==> src/hdl/vga_params.svh <==
`ifndef VGA_PARAMS_SVH
`define VGA_PARAMS_SVH

// Memory word address and bus widths
`define VGA_ADDRESS_BITS 13
`define VGA_BUS_ADDRESS_BITS 24
`define VGA_CONFIG_PAGE 12'h800

// Scan counter widths
`define VGA_H_BITS 11
`define VGA_V_BITS 10

// Five 6-bit sub-pixels per 32-bit word
`define VGA_MAX_SUB_PIXEL 3'd4
`define VGA_RAW_ROW_BITS 7
`define VGA_RAW_COLUMN_BITS 4

// Register reset values, 800x600 at 60 Hz
`define VGA_DEFAULT_CONFIG 11'h0AA
`define VGA_DEFAULT_H_VISIBLE 11'd799
`define VGA_DEFAULT_H_FRONT 11'd839
`define VGA_DEFAULT_H_SYNC 11'd967
`define VGA_DEFAULT_H_WHOLE 11'd1055
`define VGA_DEFAULT_V_VISIBLE 10'd599
`define VGA_DEFAULT_V_FRONT 10'd600
`define VGA_DEFAULT_V_SYNC 10'd604
`define VGA_DEFAULT_V_WHOLE 10'd627

`endif
==> src/hdl/vgaPkg.sv <==
`include "vga_params.svh"

package vgaPkg;

	// Codes 2 and 3 fall back to RAW addressing
	typedef enum logic [1:0] {
		DRAW_RAW = 2'd0,
		DRAW_TIGHT = 2'd1
	} drawMode_t;

	typedef enum logic [11:0] {
		REG_CONFIG = 12'h000,
		REG_H_VISIBLE = 12'h010,
		REG_H_FRONT = 12'h014,
		REG_H_SYNC = 12'h018,
		REG_H_WHOLE = 12'h01C,
		REG_V_VISIBLE = 12'h020,
		REG_V_FRONT = 12'h024,
		REG_V_SYNC = 12'h028,
		REG_V_WHOLE = 12'h02C,
		REG_STATUS = 12'h030
	} registerOffset_t;

	typedef struct packed {
		logic writeEnable;
		logic readEnable;
		logic [`VGA_BUS_ADDRESS_BITS-1:0] address;
		logic [3:0] byteSelect;
		logic [31:0] dataWrite;
	} busRequest_t;

	// Declared high to low, so horizontalPixelSize sits in bits 3:0
	typedef struct packed {
		logic enableOutput;
		drawMode_t drawMode;
		logic [3:0] verticalPixelSize;
		logic [3:0] horizontalPixelSize;
	} displayConfig_t;

	typedef struct packed {
		logic [`VGA_H_BITS-1:0] hVisible;
		logic [`VGA_H_BITS-1:0] hFrontPorch;
		logic [`VGA_H_BITS-1:0] hSync;
		logic [`VGA_H_BITS-1:0] hWholeLine;
		logic [`VGA_V_BITS-1:0] vVisible;
		logic [`VGA_V_BITS-1:0] vFrontPorch;
		logic [`VGA_V_BITS-1:0] vSync;
		logic [`VGA_V_BITS-1:0] vWholeLine;
	} timingConfig_t;

	typedef struct packed {
		logic inHorizontalVisibleArea;
		logic inVerticalVisibleArea;
		logic endHorizontalVisibleArea;
		logic endHorizontalWholeLine;
		logic hsync;
		logic vsync;
	} scanState_t;

	typedef struct packed {
		logic [1:0] blue;
		logic [1:0] green;
		logic [1:0] red;
	} pixelColour_t;

endpackage

==> src/hdl/vgaController.sv <==
`timescale 1ns/1ps
`include "vga_params.svh"

module vgaController (
	input logic vga_clk,
	input logic rstN,
	input vgaPkg::busRequest_t bus,
	input logic [31:0] vgaData,
	output logic [31:0] dataRead,
	output logic requestOutput,
	output logic [`VGA_ADDRESS_BITS-1:0] vgaAddress,
	output logic fetchData,
	output vgaPkg::pixelColour_t colour,
	output logic hsync,
	output logic vsync
);
	import vgaPkg::*;

	displayConfig_t display;
	timingConfig_t timing;
	scanState_t scan;
	logic [2:0] subPixel;

	vgaRegisterBank registerBank (
		.vga_clk(vga_clk),
		.rstN(rstN),
		.bus(bus),
		.scan(scan),
		.syncPins({vsync, hsync}),
		.dataRead(dataRead),
		.requestOutput(requestOutput),
		.display(display),
		.timing(timing)
	);

	vgaTimingGenerator timingGenerator (
		.vga_clk(vga_clk),
		.rstN(rstN),
		.enableOutput(display.enableOutput),
		.timing(timing),
		.scan(scan)
	);

	vgaPixelAddress pixelAddress (
		.vga_clk(vga_clk),
		.rstN(rstN),
		.display(display),
		.scan(scan),
		.vgaAddress(vgaAddress),
		.fetchData(fetchData),
		.subPixel(subPixel)
	);

	vgaPixelOutput pixelOutput (
		.vga_clk(vga_clk),
		.rstN(rstN),
		.enableOutput(display.enableOutput),
		.fetchData(fetchData),
		.vgaData(vgaData),
		.subPixel(subPixel),
		.scan(scan),
		.colour(colour),
		.hsync(hsync),
		.vsync(vsync)
	);

endmodule

==> src/hdl/vgaPixelOutput.sv <==
`timescale 1ns/1ps

module vgaPixelOutput (
	input logic vga_clk,
	input logic rstN,
	input logic enableOutput,
	input logic fetchData,
	input logic [31:0] vgaData,
	input logic [2:0] subPixel,
	input vgaPkg::scanState_t scan,
	output vgaPkg::pixelColour_t colour,
	output logic hsync,
	output logic vsync
);
	import vgaPkg::*;

	logic loadData;
	logic [31:0] pixelWord;
	// Each stage holds {vsync, hsync}
	logic [2:0][1:0] syncDelay;
	logic [5:0] selectedPixel;
	logic onScreen;

	always_ff @(posedge vga_clk or negedge rstN) begin
		if (!rstN) begin
			loadData <= 1'b0;
			syncDelay <= '1;
		end else if (!enableOutput) begin
			loadData <= 1'b0;
			syncDelay <= '1;
		end else begin
			loadData <= fetchData;
			syncDelay <= {syncDelay[1:0], scan.vsync, scan.hsync};
		end
	end

	// Memory answers the cycle after the fetch
	always_ff @(posedge vga_clk) begin
		if (!enableOutput) begin
			pixelWord <= '0;
		end else if (loadData) begin
			pixelWord <= vgaData;
		end
	end

	always_comb begin
		case (subPixel)
			3'd1: selectedPixel = pixelWord[11:6];
			3'd2: selectedPixel = pixelWord[17:12];
			3'd3: selectedPixel = pixelWord[23:18];
			3'd4: selectedPixel = pixelWord[29:24];
			default: selectedPixel = pixelWord[5:0];
		endcase
	end

	assign onScreen = scan.inHorizontalVisibleArea && scan.inVerticalVisibleArea;
	assign colour = (enableOutput && onScreen) ? pixelColour_t'(selectedPixel) : '0;
	assign hsync = enableOutput ? syncDelay[2][0] : 1'b1;
	assign vsync = enableOutput ? syncDelay[2][1] : 1'b1;

endmodule

==> src/hdl/vgaPixelAddress.sv <==
`timescale 1ns/1ps
`include "vga_params.svh"

module vgaPixelAddress (
	input logic vga_clk,
	input logic rstN,
	input vgaPkg::displayConfig_t display,
	input vgaPkg::scanState_t scan,
	output logic [`VGA_ADDRESS_BITS-1:0] vgaAddress,
	output logic fetchData,
	output logic [2:0] subPixel
);
	import vgaPkg::*;

	logic [3:0] hStretch, hStretchNext, hStretchPlus;
	logic [3:0] vStretch, vStretchNext, vStretchPlus;
	logic [2:0] subCount, subCountNext;
	logic [`VGA_H_BITS-1:0] column, columnNext, columnPlus;
	logic [`VGA_V_BITS-1:0] row, rowNext;
	logic [`VGA_ADDRESS_BITS-3:0] base, baseNext, linearNext;

	assign hStretchPlus = hStretch + 4'd1;
	assign vStretchPlus = vStretch + 4'd1;
	assign columnPlus = column + 1'b1;

	always_comb begin
		hStretchNext = hStretch;
		vStretchNext = vStretch;
		subCountNext = subCount;
		columnNext = column;
		rowNext = row;
		baseNext = base;
		if (!display.enableOutput || !scan.inVerticalVisibleArea) begin
			hStretchNext = '0;
			vStretchNext = '0;
			subCountNext = '0;
			columnNext = '0;
			rowNext = '0;
			baseNext = '0;
		end else begin
			if (!scan.inHorizontalVisibleArea) begin
				hStretchNext = '0;
				subCountNext = '0;
				columnNext = '0;
			end else if (hStretchPlus == display.horizontalPixelSize) begin
				hStretchNext = '0;
				if (subCount == `VGA_MAX_SUB_PIXEL) begin
					subCountNext = '0;
					columnNext = columnPlus;
				end else begin
					subCountNext = subCount + 3'd1;
				end
			end else begin
				hStretchNext = hStretchPlus;
			end

			// Base moves by the number of words in the finished line
			if (scan.endHorizontalVisibleArea) begin
				if (vStretchPlus == display.verticalPixelSize) begin
					vStretchNext = '0;
					rowNext = row + 1'b1;
					baseNext = base + columnPlus[`VGA_ADDRESS_BITS-3:0];
				end else begin
					vStretchNext = vStretchPlus;
				end
			end
		end
	end

	always_ff @(posedge vga_clk or negedge rstN) begin
		if (!rstN) begin
			hStretch <= '0;
			vStretch <= '0;
			subCount <= '0;
			subPixel <= '0;
			column <= '0;
			row <= '0;
			base <= '0;
		end else begin
			hStretch <= hStretchNext;
			vStretch <= vStretchNext;
			subCount <= subCountNext;
			subPixel <= subCount;
			column <= columnNext;
			row <= rowNext;
			base <= baseNext;
		end
	end

	// Next-state counters put the address out one cycle ahead of the data
	assign linearNext = baseNext + columnNext[`VGA_ADDRESS_BITS-3:0];
	assign fetchData = display.enableOutput && ((rowNext != row) || (columnNext != column));

	always_comb begin
		vgaAddress = '0;
		if (display.enableOutput) begin
			case (display.drawMode)
				DRAW_TIGHT: vgaAddress = {linearNext, 2'b00};
				default: vgaAddress = {rowNext[`VGA_RAW_ROW_BITS-1:0],
					columnNext[`VGA_RAW_COLUMN_BITS-1:0], 2'b00};
			endcase
		end
	end

	subPixelInRange: assert property (@(posedge vga_clk) disable iff (!rstN)
		subPixel <= `VGA_MAX_SUB_PIXEL);

endmodule

==> src/hdl/vgaTimingGenerator.sv <==
`timescale 1ns/1ps
`include "vga_params.svh"

module vgaTimingGenerator (
	input logic vga_clk,
	input logic rstN,
	input logic enableOutput,
	input vgaPkg::timingConfig_t timing,
	output vgaPkg::scanState_t scan
);

	logic [`VGA_H_BITS-1:0] hCounter;
	logic [`VGA_V_BITS-1:0] vCounter;
	logic hVisibleArea;
	logic vVisibleArea;
	logic hsyncRaw;
	logic vsyncRaw;
	logic hEndVisible;
	logic hEndFront;
	logic hEndSync;
	logic hEndWhole;
	logic vEndVisible;
	logic vEndFront;
	logic vEndSync;
	logic vEndWhole;

	assign hEndVisible = hCounter == timing.hVisible;
	assign hEndFront = hCounter == timing.hFrontPorch;
	assign hEndSync = hCounter == timing.hSync;
	assign hEndWhole = hCounter == timing.hWholeLine;
	assign vEndVisible = vCounter == timing.vVisible;
	assign vEndFront = vCounter == timing.vFrontPorch;
	assign vEndSync = vCounter == timing.vSync;
	assign vEndWhole = vCounter == timing.vWholeLine;

	always_ff @(posedge vga_clk or negedge rstN) begin
		if (!rstN) begin
			hCounter <= '0;
			vCounter <= '0;
			hVisibleArea <= 1'b1;
			vVisibleArea <= 1'b1;
			hsyncRaw <= 1'b1;
			vsyncRaw <= 1'b1;
		end else if (!enableOutput) begin
			hCounter <= '0;
			vCounter <= '0;
			hVisibleArea <= 1'b1;
			vVisibleArea <= 1'b1;
			hsyncRaw <= 1'b1;
			vsyncRaw <= 1'b1;
		end else begin
			hCounter <= hEndWhole ? '0 : hCounter + 1'b1;
			if (hEndVisible) begin
				hVisibleArea <= 1'b0;
			end else if (hEndWhole) begin
				hVisibleArea <= 1'b1;
			end
			if (hEndFront) begin
				hsyncRaw <= 1'b0;
			end else if (hEndSync) begin
				hsyncRaw <= 1'b1;
			end

			// Vertical side only moves once per line
			if (hEndWhole) begin
				vCounter <= vEndWhole ? '0 : vCounter + 1'b1;
				if (vEndVisible) begin
					vVisibleArea <= 1'b0;
				end else if (vEndWhole) begin
					vVisibleArea <= 1'b1;
				end
				if (vEndFront) begin
					vsyncRaw <= 1'b0;
				end else if (vEndSync) begin
					vsyncRaw <= 1'b1;
				end
			end
		end
	end

	assign scan.inHorizontalVisibleArea = hVisibleArea;
	assign scan.inVerticalVisibleArea = vVisibleArea;
	assign scan.endHorizontalVisibleArea = hEndVisible;
	assign scan.endHorizontalWholeLine = hEndWhole;
	assign scan.hsync = hsyncRaw;
	assign scan.vsync = vsyncRaw;

	hCounterInRange: assert property (@(posedge vga_clk) disable iff (!rstN || !enableOutput)
		hCounter <= timing.hWholeLine);

endmodule

==> src/hdl/vgaRegisterBank.sv <==
`timescale 1ns/1ps
`include "vga_params.svh"

module vgaRegisterBank (
	input logic vga_clk,
	input logic rstN,
	input vgaPkg::busRequest_t bus,
	input vgaPkg::scanState_t scan,
	input logic [1:0] syncPins,
	output logic [31:0] dataRead,
	output logic requestOutput,
	output vgaPkg::displayConfig_t display,
	output vgaPkg::timingConfig_t timing
);
	import vgaPkg::*;

	logic pageSelect;
	registerOffset_t offset;
	logic [9:0] readHit;
	logic [31:0] statusWord;
	logic [31:0] selectedValue;
	logic [31:0] mergedWrite;

	assign pageSelect = bus.address[`VGA_BUS_ADDRESS_BITS-1 -: 12] == `VGA_CONFIG_PAGE;
	assign offset = registerOffset_t'(bus.address[11:0]);

	assign readHit = {
		offset == REG_STATUS,
		offset == REG_V_WHOLE,
		offset == REG_V_SYNC,
		offset == REG_V_FRONT,
		offset == REG_V_VISIBLE,
		offset == REG_H_WHOLE,
		offset == REG_H_SYNC,
		offset == REG_H_FRONT,
		offset == REG_H_VISIBLE,
		offset == REG_CONFIG
	} & {10{pageSelect}};

	// syncPins is {vsync, hsync}; the pins are active low
	assign statusWord = {27'b0, scan.inVerticalVisibleArea, scan.inHorizontalVisibleArea,
		!syncPins[1], !syncPins[0], display.enableOutput};

	always_comb begin
		selectedValue = '1;
		case (offset)
			REG_CONFIG: selectedValue = 32'(display);
			REG_H_VISIBLE: selectedValue = 32'(timing.hVisible);
			REG_H_FRONT: selectedValue = 32'(timing.hFrontPorch);
			REG_H_SYNC: selectedValue = 32'(timing.hSync);
			REG_H_WHOLE: selectedValue = 32'(timing.hWholeLine);
			REG_V_VISIBLE: selectedValue = 32'(timing.vVisible);
			REG_V_FRONT: selectedValue = 32'(timing.vFrontPorch);
			REG_V_SYNC: selectedValue = 32'(timing.vSync);
			REG_V_WHOLE: selectedValue = 32'(timing.vWholeLine);
			REG_STATUS: selectedValue = statusWord;
			default: selectedValue = '1;
		endcase
	end

	assign requestOutput = bus.readEnable && (|readHit);
	assign dataRead = requestOutput ? selectedValue : '1;

	// Unselected bytes keep the current register contents
	always_comb begin
		for (int i = 0; i < 4; i++) begin
			mergedWrite[i*8 +: 8] = bus.byteSelect[i] ? bus.dataWrite[i*8 +: 8]
				: selectedValue[i*8 +: 8];
		end
	end

	always_ff @(posedge vga_clk or negedge rstN) begin
		if (!rstN) begin
			display <= displayConfig_t'(`VGA_DEFAULT_CONFIG);
			timing.hVisible <= `VGA_DEFAULT_H_VISIBLE;
			timing.hFrontPorch <= `VGA_DEFAULT_H_FRONT;
			timing.hSync <= `VGA_DEFAULT_H_SYNC;
			timing.hWholeLine <= `VGA_DEFAULT_H_WHOLE;
			timing.vVisible <= `VGA_DEFAULT_V_VISIBLE;
			timing.vFrontPorch <= `VGA_DEFAULT_V_FRONT;
			timing.vSync <= `VGA_DEFAULT_V_SYNC;
			timing.vWholeLine <= `VGA_DEFAULT_V_WHOLE;
		end else if (bus.writeEnable && pageSelect) begin
			case (offset)
				REG_CONFIG: display <= displayConfig_t'(mergedWrite[$bits(displayConfig_t)-1:0]);
				REG_H_VISIBLE: timing.hVisible <= mergedWrite[`VGA_H_BITS-1:0];
				REG_H_FRONT: timing.hFrontPorch <= mergedWrite[`VGA_H_BITS-1:0];
				REG_H_SYNC: timing.hSync <= mergedWrite[`VGA_H_BITS-1:0];
				REG_H_WHOLE: timing.hWholeLine <= mergedWrite[`VGA_H_BITS-1:0];
				REG_V_VISIBLE: timing.vVisible <= mergedWrite[`VGA_V_BITS-1:0];
				REG_V_FRONT: timing.vFrontPorch <= mergedWrite[`VGA_V_BITS-1:0];
				REG_V_SYNC: timing.vSync <= mergedWrite[`VGA_V_BITS-1:0];
				REG_V_WHOLE: timing.vWholeLine <= mergedWrite[`VGA_V_BITS-1:0];
				// Status and unmapped offsets are read only
				default: ;
			endcase
		end
	end

	// Registers change only on a write that hits a writable register
	writeOnlyOnHit: assert property (@(posedge vga_clk) disable iff (!rstN)
		!(bus.writeEnable && (|readHit[8:0])) |=> $stable(display) && $stable(timing));

endmodule

==> config.mk <==
export PLATFORM = sky130hd
export DESIGN_NAME = vgaController
export DESIGN_NICKNAME = d
export VERILOG_FILES = /design/src/hdl/vgaPkg.sv /design/src/hdl/vgaController.sv /design/src/hdl/vgaPixelOutput.sv /design/src/hdl/vgaPixelAddress.sv /design/src/hdl/vgaTimingGenerator.sv /design/src/hdl/vgaRegisterBank.sv
export VERILOG_INCLUDE_DIRS = /design/src /design/src/hdl
export SDC_FILE = /design/constraint.sdc
export NUM_CORES = 1
export LEC_CHECK = 0
export ABC_AREA = 0
export BUFFER_PORTS_ARGS = -buffer_cell sky130_fd_sc_hd__clkbuf_2
export CAP_MARGIN = 15
export CORE_UTILIZATION = 45
export DETAILED_ROUTE_END_ITERATION = 8
export GPL_TIMING_DRIVEN = 0
export MAX_ROUTING_LAYER = met4
export PLACE_DENSITY_LB_ADDON = 0.08
export RECOVER_POWER = 100
export SLEW_MARGIN = 10
export SYNTH_ARGS = -nofsm -noshare
export SYNTH_HDL_FRONTEND = slang
export SYNTH_SLANG_ARGS = --single-unit
==> constraint.sdc <==
create_clock -name vga_clk -period 6.06 [get_ports vga_clk]
set_input_delay 1.212 -clock vga_clk [delete_from_list [all_inputs] [get_ports vga_clk]]
set_output_delay 1.212 -clock vga_clk [all_outputs]
set_load 0.005 [all_outputs]
==> flow_summary.yaml <==
synthesis:
  synth_area_per_cell_sq_um: 9.85
  synth_area_sq_mm: 0.0119
  ys_async_sr_fraction: 0.852
  netlist_top_cells_count: "126 x nor2_1, 112 x dfrtp_1, 96 x mux2_2"
  ys_seq_area_frac: 0.422
  synth.distinct_cells: 63
  syn_inst: 1205
  synth_flop_cell: "dfrtp_1"
  synth-edff-count: 0
  yosys_warnings: 0
  yosysMostFrequentCell: "nor2_1"
  synth_area_leader_cell: "dfrtp_1"
  synth-seq-cells: 203
  synth_area_leaders: "dfrtp_1 24%, dfstp_2 14%, mux2_2 9.1%"
  yosys.area.top_type_share: 0.236
place:
  dp.final_hpwl_mm: 25.6
  io_buffers: 118
  globalplace.congestion: 0.927
global_route:
  grt.total_usage: 0.264
  grt_max_degree: 100
  grt_pass1_wl_mm: 52.2
  antenna_found_initial: 0
  grt_pass1_vias: 9085
  overflow: 0
sta:
  fin_setup_tns_ps: 0
  fin_crit_sh: 0.977
  setup_viol: 0
  holdWs_ps: 417
  slew_violations: 75
  worstMarginPinSlew_ps: 4280
  period_minus_slack_ps: 5920
  skew_ps: 12.6
  slew_headroom: -1.85
  max_freq_ghz: 0.169
  hold_viol: 0
  grt_setup_unrepaired: "yes"
routing:
  wl_per_cell_um: 20.3
  dr.pass1.iters: 5
  drtIter0Drc: 619
  postRouteWirelength_mm: 35.0
  via_per_inst: 5.55
  drc: 0
  ant_nets: 0
  route.vias.total: 9559
job:
  cap_violations: 1
status:
  violations: "max-capacitance violations, max-slew violations"
  outcome: "finished, violations left"
cts:
  cts_tree: "yes"
  cts_num_sinks: 203
  clockBufferDepth: 3
  clkLatencyLatePin_ps: 530
  path_clk_slew_ps: 60
  ctsHtreeMaxLevel: 1
  cts_root_buf: "clkbuf_16"
  cts_buffers: 25
power:
  power_density_mw_per_mm2: 253
  power_leakage_nw: 6.76
  ir_drop_v: 0.000227
worst_setup_path:
  worst_setup_path_start_kind: "register"
  endpoint_kind: "primary output"
  arrival_ps: 4710
  crit_fanout: 8
  required_ps: 4850
  crit_type: "reg -> out"
cells_and_area:
  area_growth_pct: 19.1
  fillCellCount: 2365
  antenna_cells: 0
  layout-drive-gt1-share: 0.297
  nets: 1496
die:
  boundaryPins: 151
  start_util: 0.457
  num_rows: 59
  core-area_sq_mm: 0.0260
  die_h_um: 164
  dieArea_sq_mm: 0.0270
  die_w_um: 164
min_path:
  min_path_type: "reg -> reg"
[worst paths after layout]
| kind | startpoint | end | slack, ps | cells past startpoint |
|---|---|---|---|---|
| setup reg to reg | pixelAddress.column[0]$_DFF_PN0_ | pixelAddress.base[10]$_DFF_PN0_ | 2920 | 11 |
| hold reg to reg | pixelAddress.subCount[2]$_DFFE_PN0P_ | pixelAddress.subPixel[2]$_DFF_PN0_ | 420 | 0 |
| hold / removal | pixelAddress.subCount[2]$_DFFE_PN0P_ | pixelAddress.subPixel[2]$_DFF_PN0_ | 420 | 0 |
| setup / recovery | pixelAddress.vStretch[0]$_DFFE_PN0P_ | vgaAddress[12] | 140 | 21 |
| max in group asynchronous | rstN | timingGenerator.hCounter[4]$_DFF_PN0_ | 1120 | 1 |
| min in group asynchronous | rstN | registerBank.timing[10]$_DFFE_PN0P_ | 2190 | 1 |
[worst max-delay path, stage by stage, from the launching register on]
cell	delay, ps
dfrtp_2	440
ha_4	180
xnor2_2	130
xnor2_1	130
nor4_2	340
nor2b_2	210
buf_6	120
buf_12	120
buf_12	120
mux2i_1	180
nor2_1	70
ha_2	240
fa_2	370
a21oi_2	160
nor2_2	60
o31a_1	350
o41ai_4	260
o21ai_2	130
xnor2_2	150
xnor2_1	140
o21a_1	180
clkbuf_2	110
[layout by cell type, fill, tap and decap left out, drive strengths merged, types with 27 or more instances in the layout]
cell and count:
mux2i 44, o21ai 33, clkbuf 198, buf 67
dfrtp 112, xnor2 58, a21oi 42, dfstp 61
nor2 126, nand2 86, dfxtp 30, mux2 96
xor2 90, nand3 36, ha 28, inv 27
a22oi 28
[power breakdown]
| group | leakage, nW | switching, mW | internal [mW] |
|---|---|---|---|
| combinational | 3.91 | 0.229 | 0.196 |
| sequential | 2.41 | 0.0666 | 1.46 |
| clock | 0.438 | 0.592 | 1.03 |
[routing by layer]
layer / global-route usage / routed length [um] / vias up
li1: - / - / 4544
met1: 0.338 / 15300 / 4663
met2: 0.428 / 16800 / 280
met3: 0.0334 / 1840 / 72
met4: 0.0959 / 1090 / 0
met5: - / 0 / -
[timing repair]
action / 4_1_cts / 5_1_grt
setup endpoints to repair: 7 / 4
cloned: 0 / 1
pin swaps: 5 / 9
setup buffers: 8 / 15
resized for setup: 24 / 12
hold endpoints to repair: 0 / 0
hold buffers: 0 / 0
[flip-flops by register name, summed over array words and instances (netlist names), 3 cells and up]
name,cells
pixelAddress.base,11
timingGenerator.vCounter,10
registerBank.timing,84
pixelAddress.subPixel,3
pixelAddress.column,11
pixelOutput.syncDelay,6
timingGenerator.hCounter,11
pixelAddress.hStretch,4
pixelOutput.pixelWord,30
pixelAddress.vStretch,4
pixelAddress.subCount,3
pixelAddress.row,10
registerBank.display,11
[metrics by stage]
stage	instances	setup WS, ps	total power [mW]	cell area, sq um	util
2_1_floorplan	1206	419	1.82	11900	-
3_3_place_gp	1659	-447	1.95	12900	0.496
3_5_place_dp	1662	-477	1.97	12900	0.498
4_1_cts	1707	3.95	3.60	14000	0.537
5_1_grt	1723	-185	3.72	14100	0.544
6_report	1723	142	3.58	14100	0.544
[cells by family (layout without fill, tap and decap cells)]
| kind of cell | count (synthesis) | in the layout | synth area share |
|---|---|---|---|
| buffers and inverters | 119 | 301 | 0.0461 |
| AND/OR/NAND/NOR | 390 | 390 | 0.162 |
| other | 1 | 2 | 0.000316 |
| flip-flops | 203 | 203 | 0.422 |
| adder cells (fa/ha/maj) | 30 | 30 | 0.0329 |
| AO/OA/AOI/OAI | 172 | 172 | 0.0959 |
| multiplexers | 141 | 141 | 0.130 |
| XOR/XNOR | 149 | 149 | 0.111 |
[cell type report]
class | count | area [sq um] | share of cell area
Multi-Input combinational cell | 884 | 6430 | 0.455
Sequential cell | 203 | 5010 | 0.354
Timing Repair Buffer | 145 | 830 | 0.0587
Clock buffer | 36 | 717 | 0.0507
Buffer | 84 | 458 | 0.0324
Tap cell | 335 | 419 | 0.0296
Clock inverter | 9 | 174 | 0.0123
Inverter | 27 | 101 | 0.00717
Power figures use the tool's default switching activity.
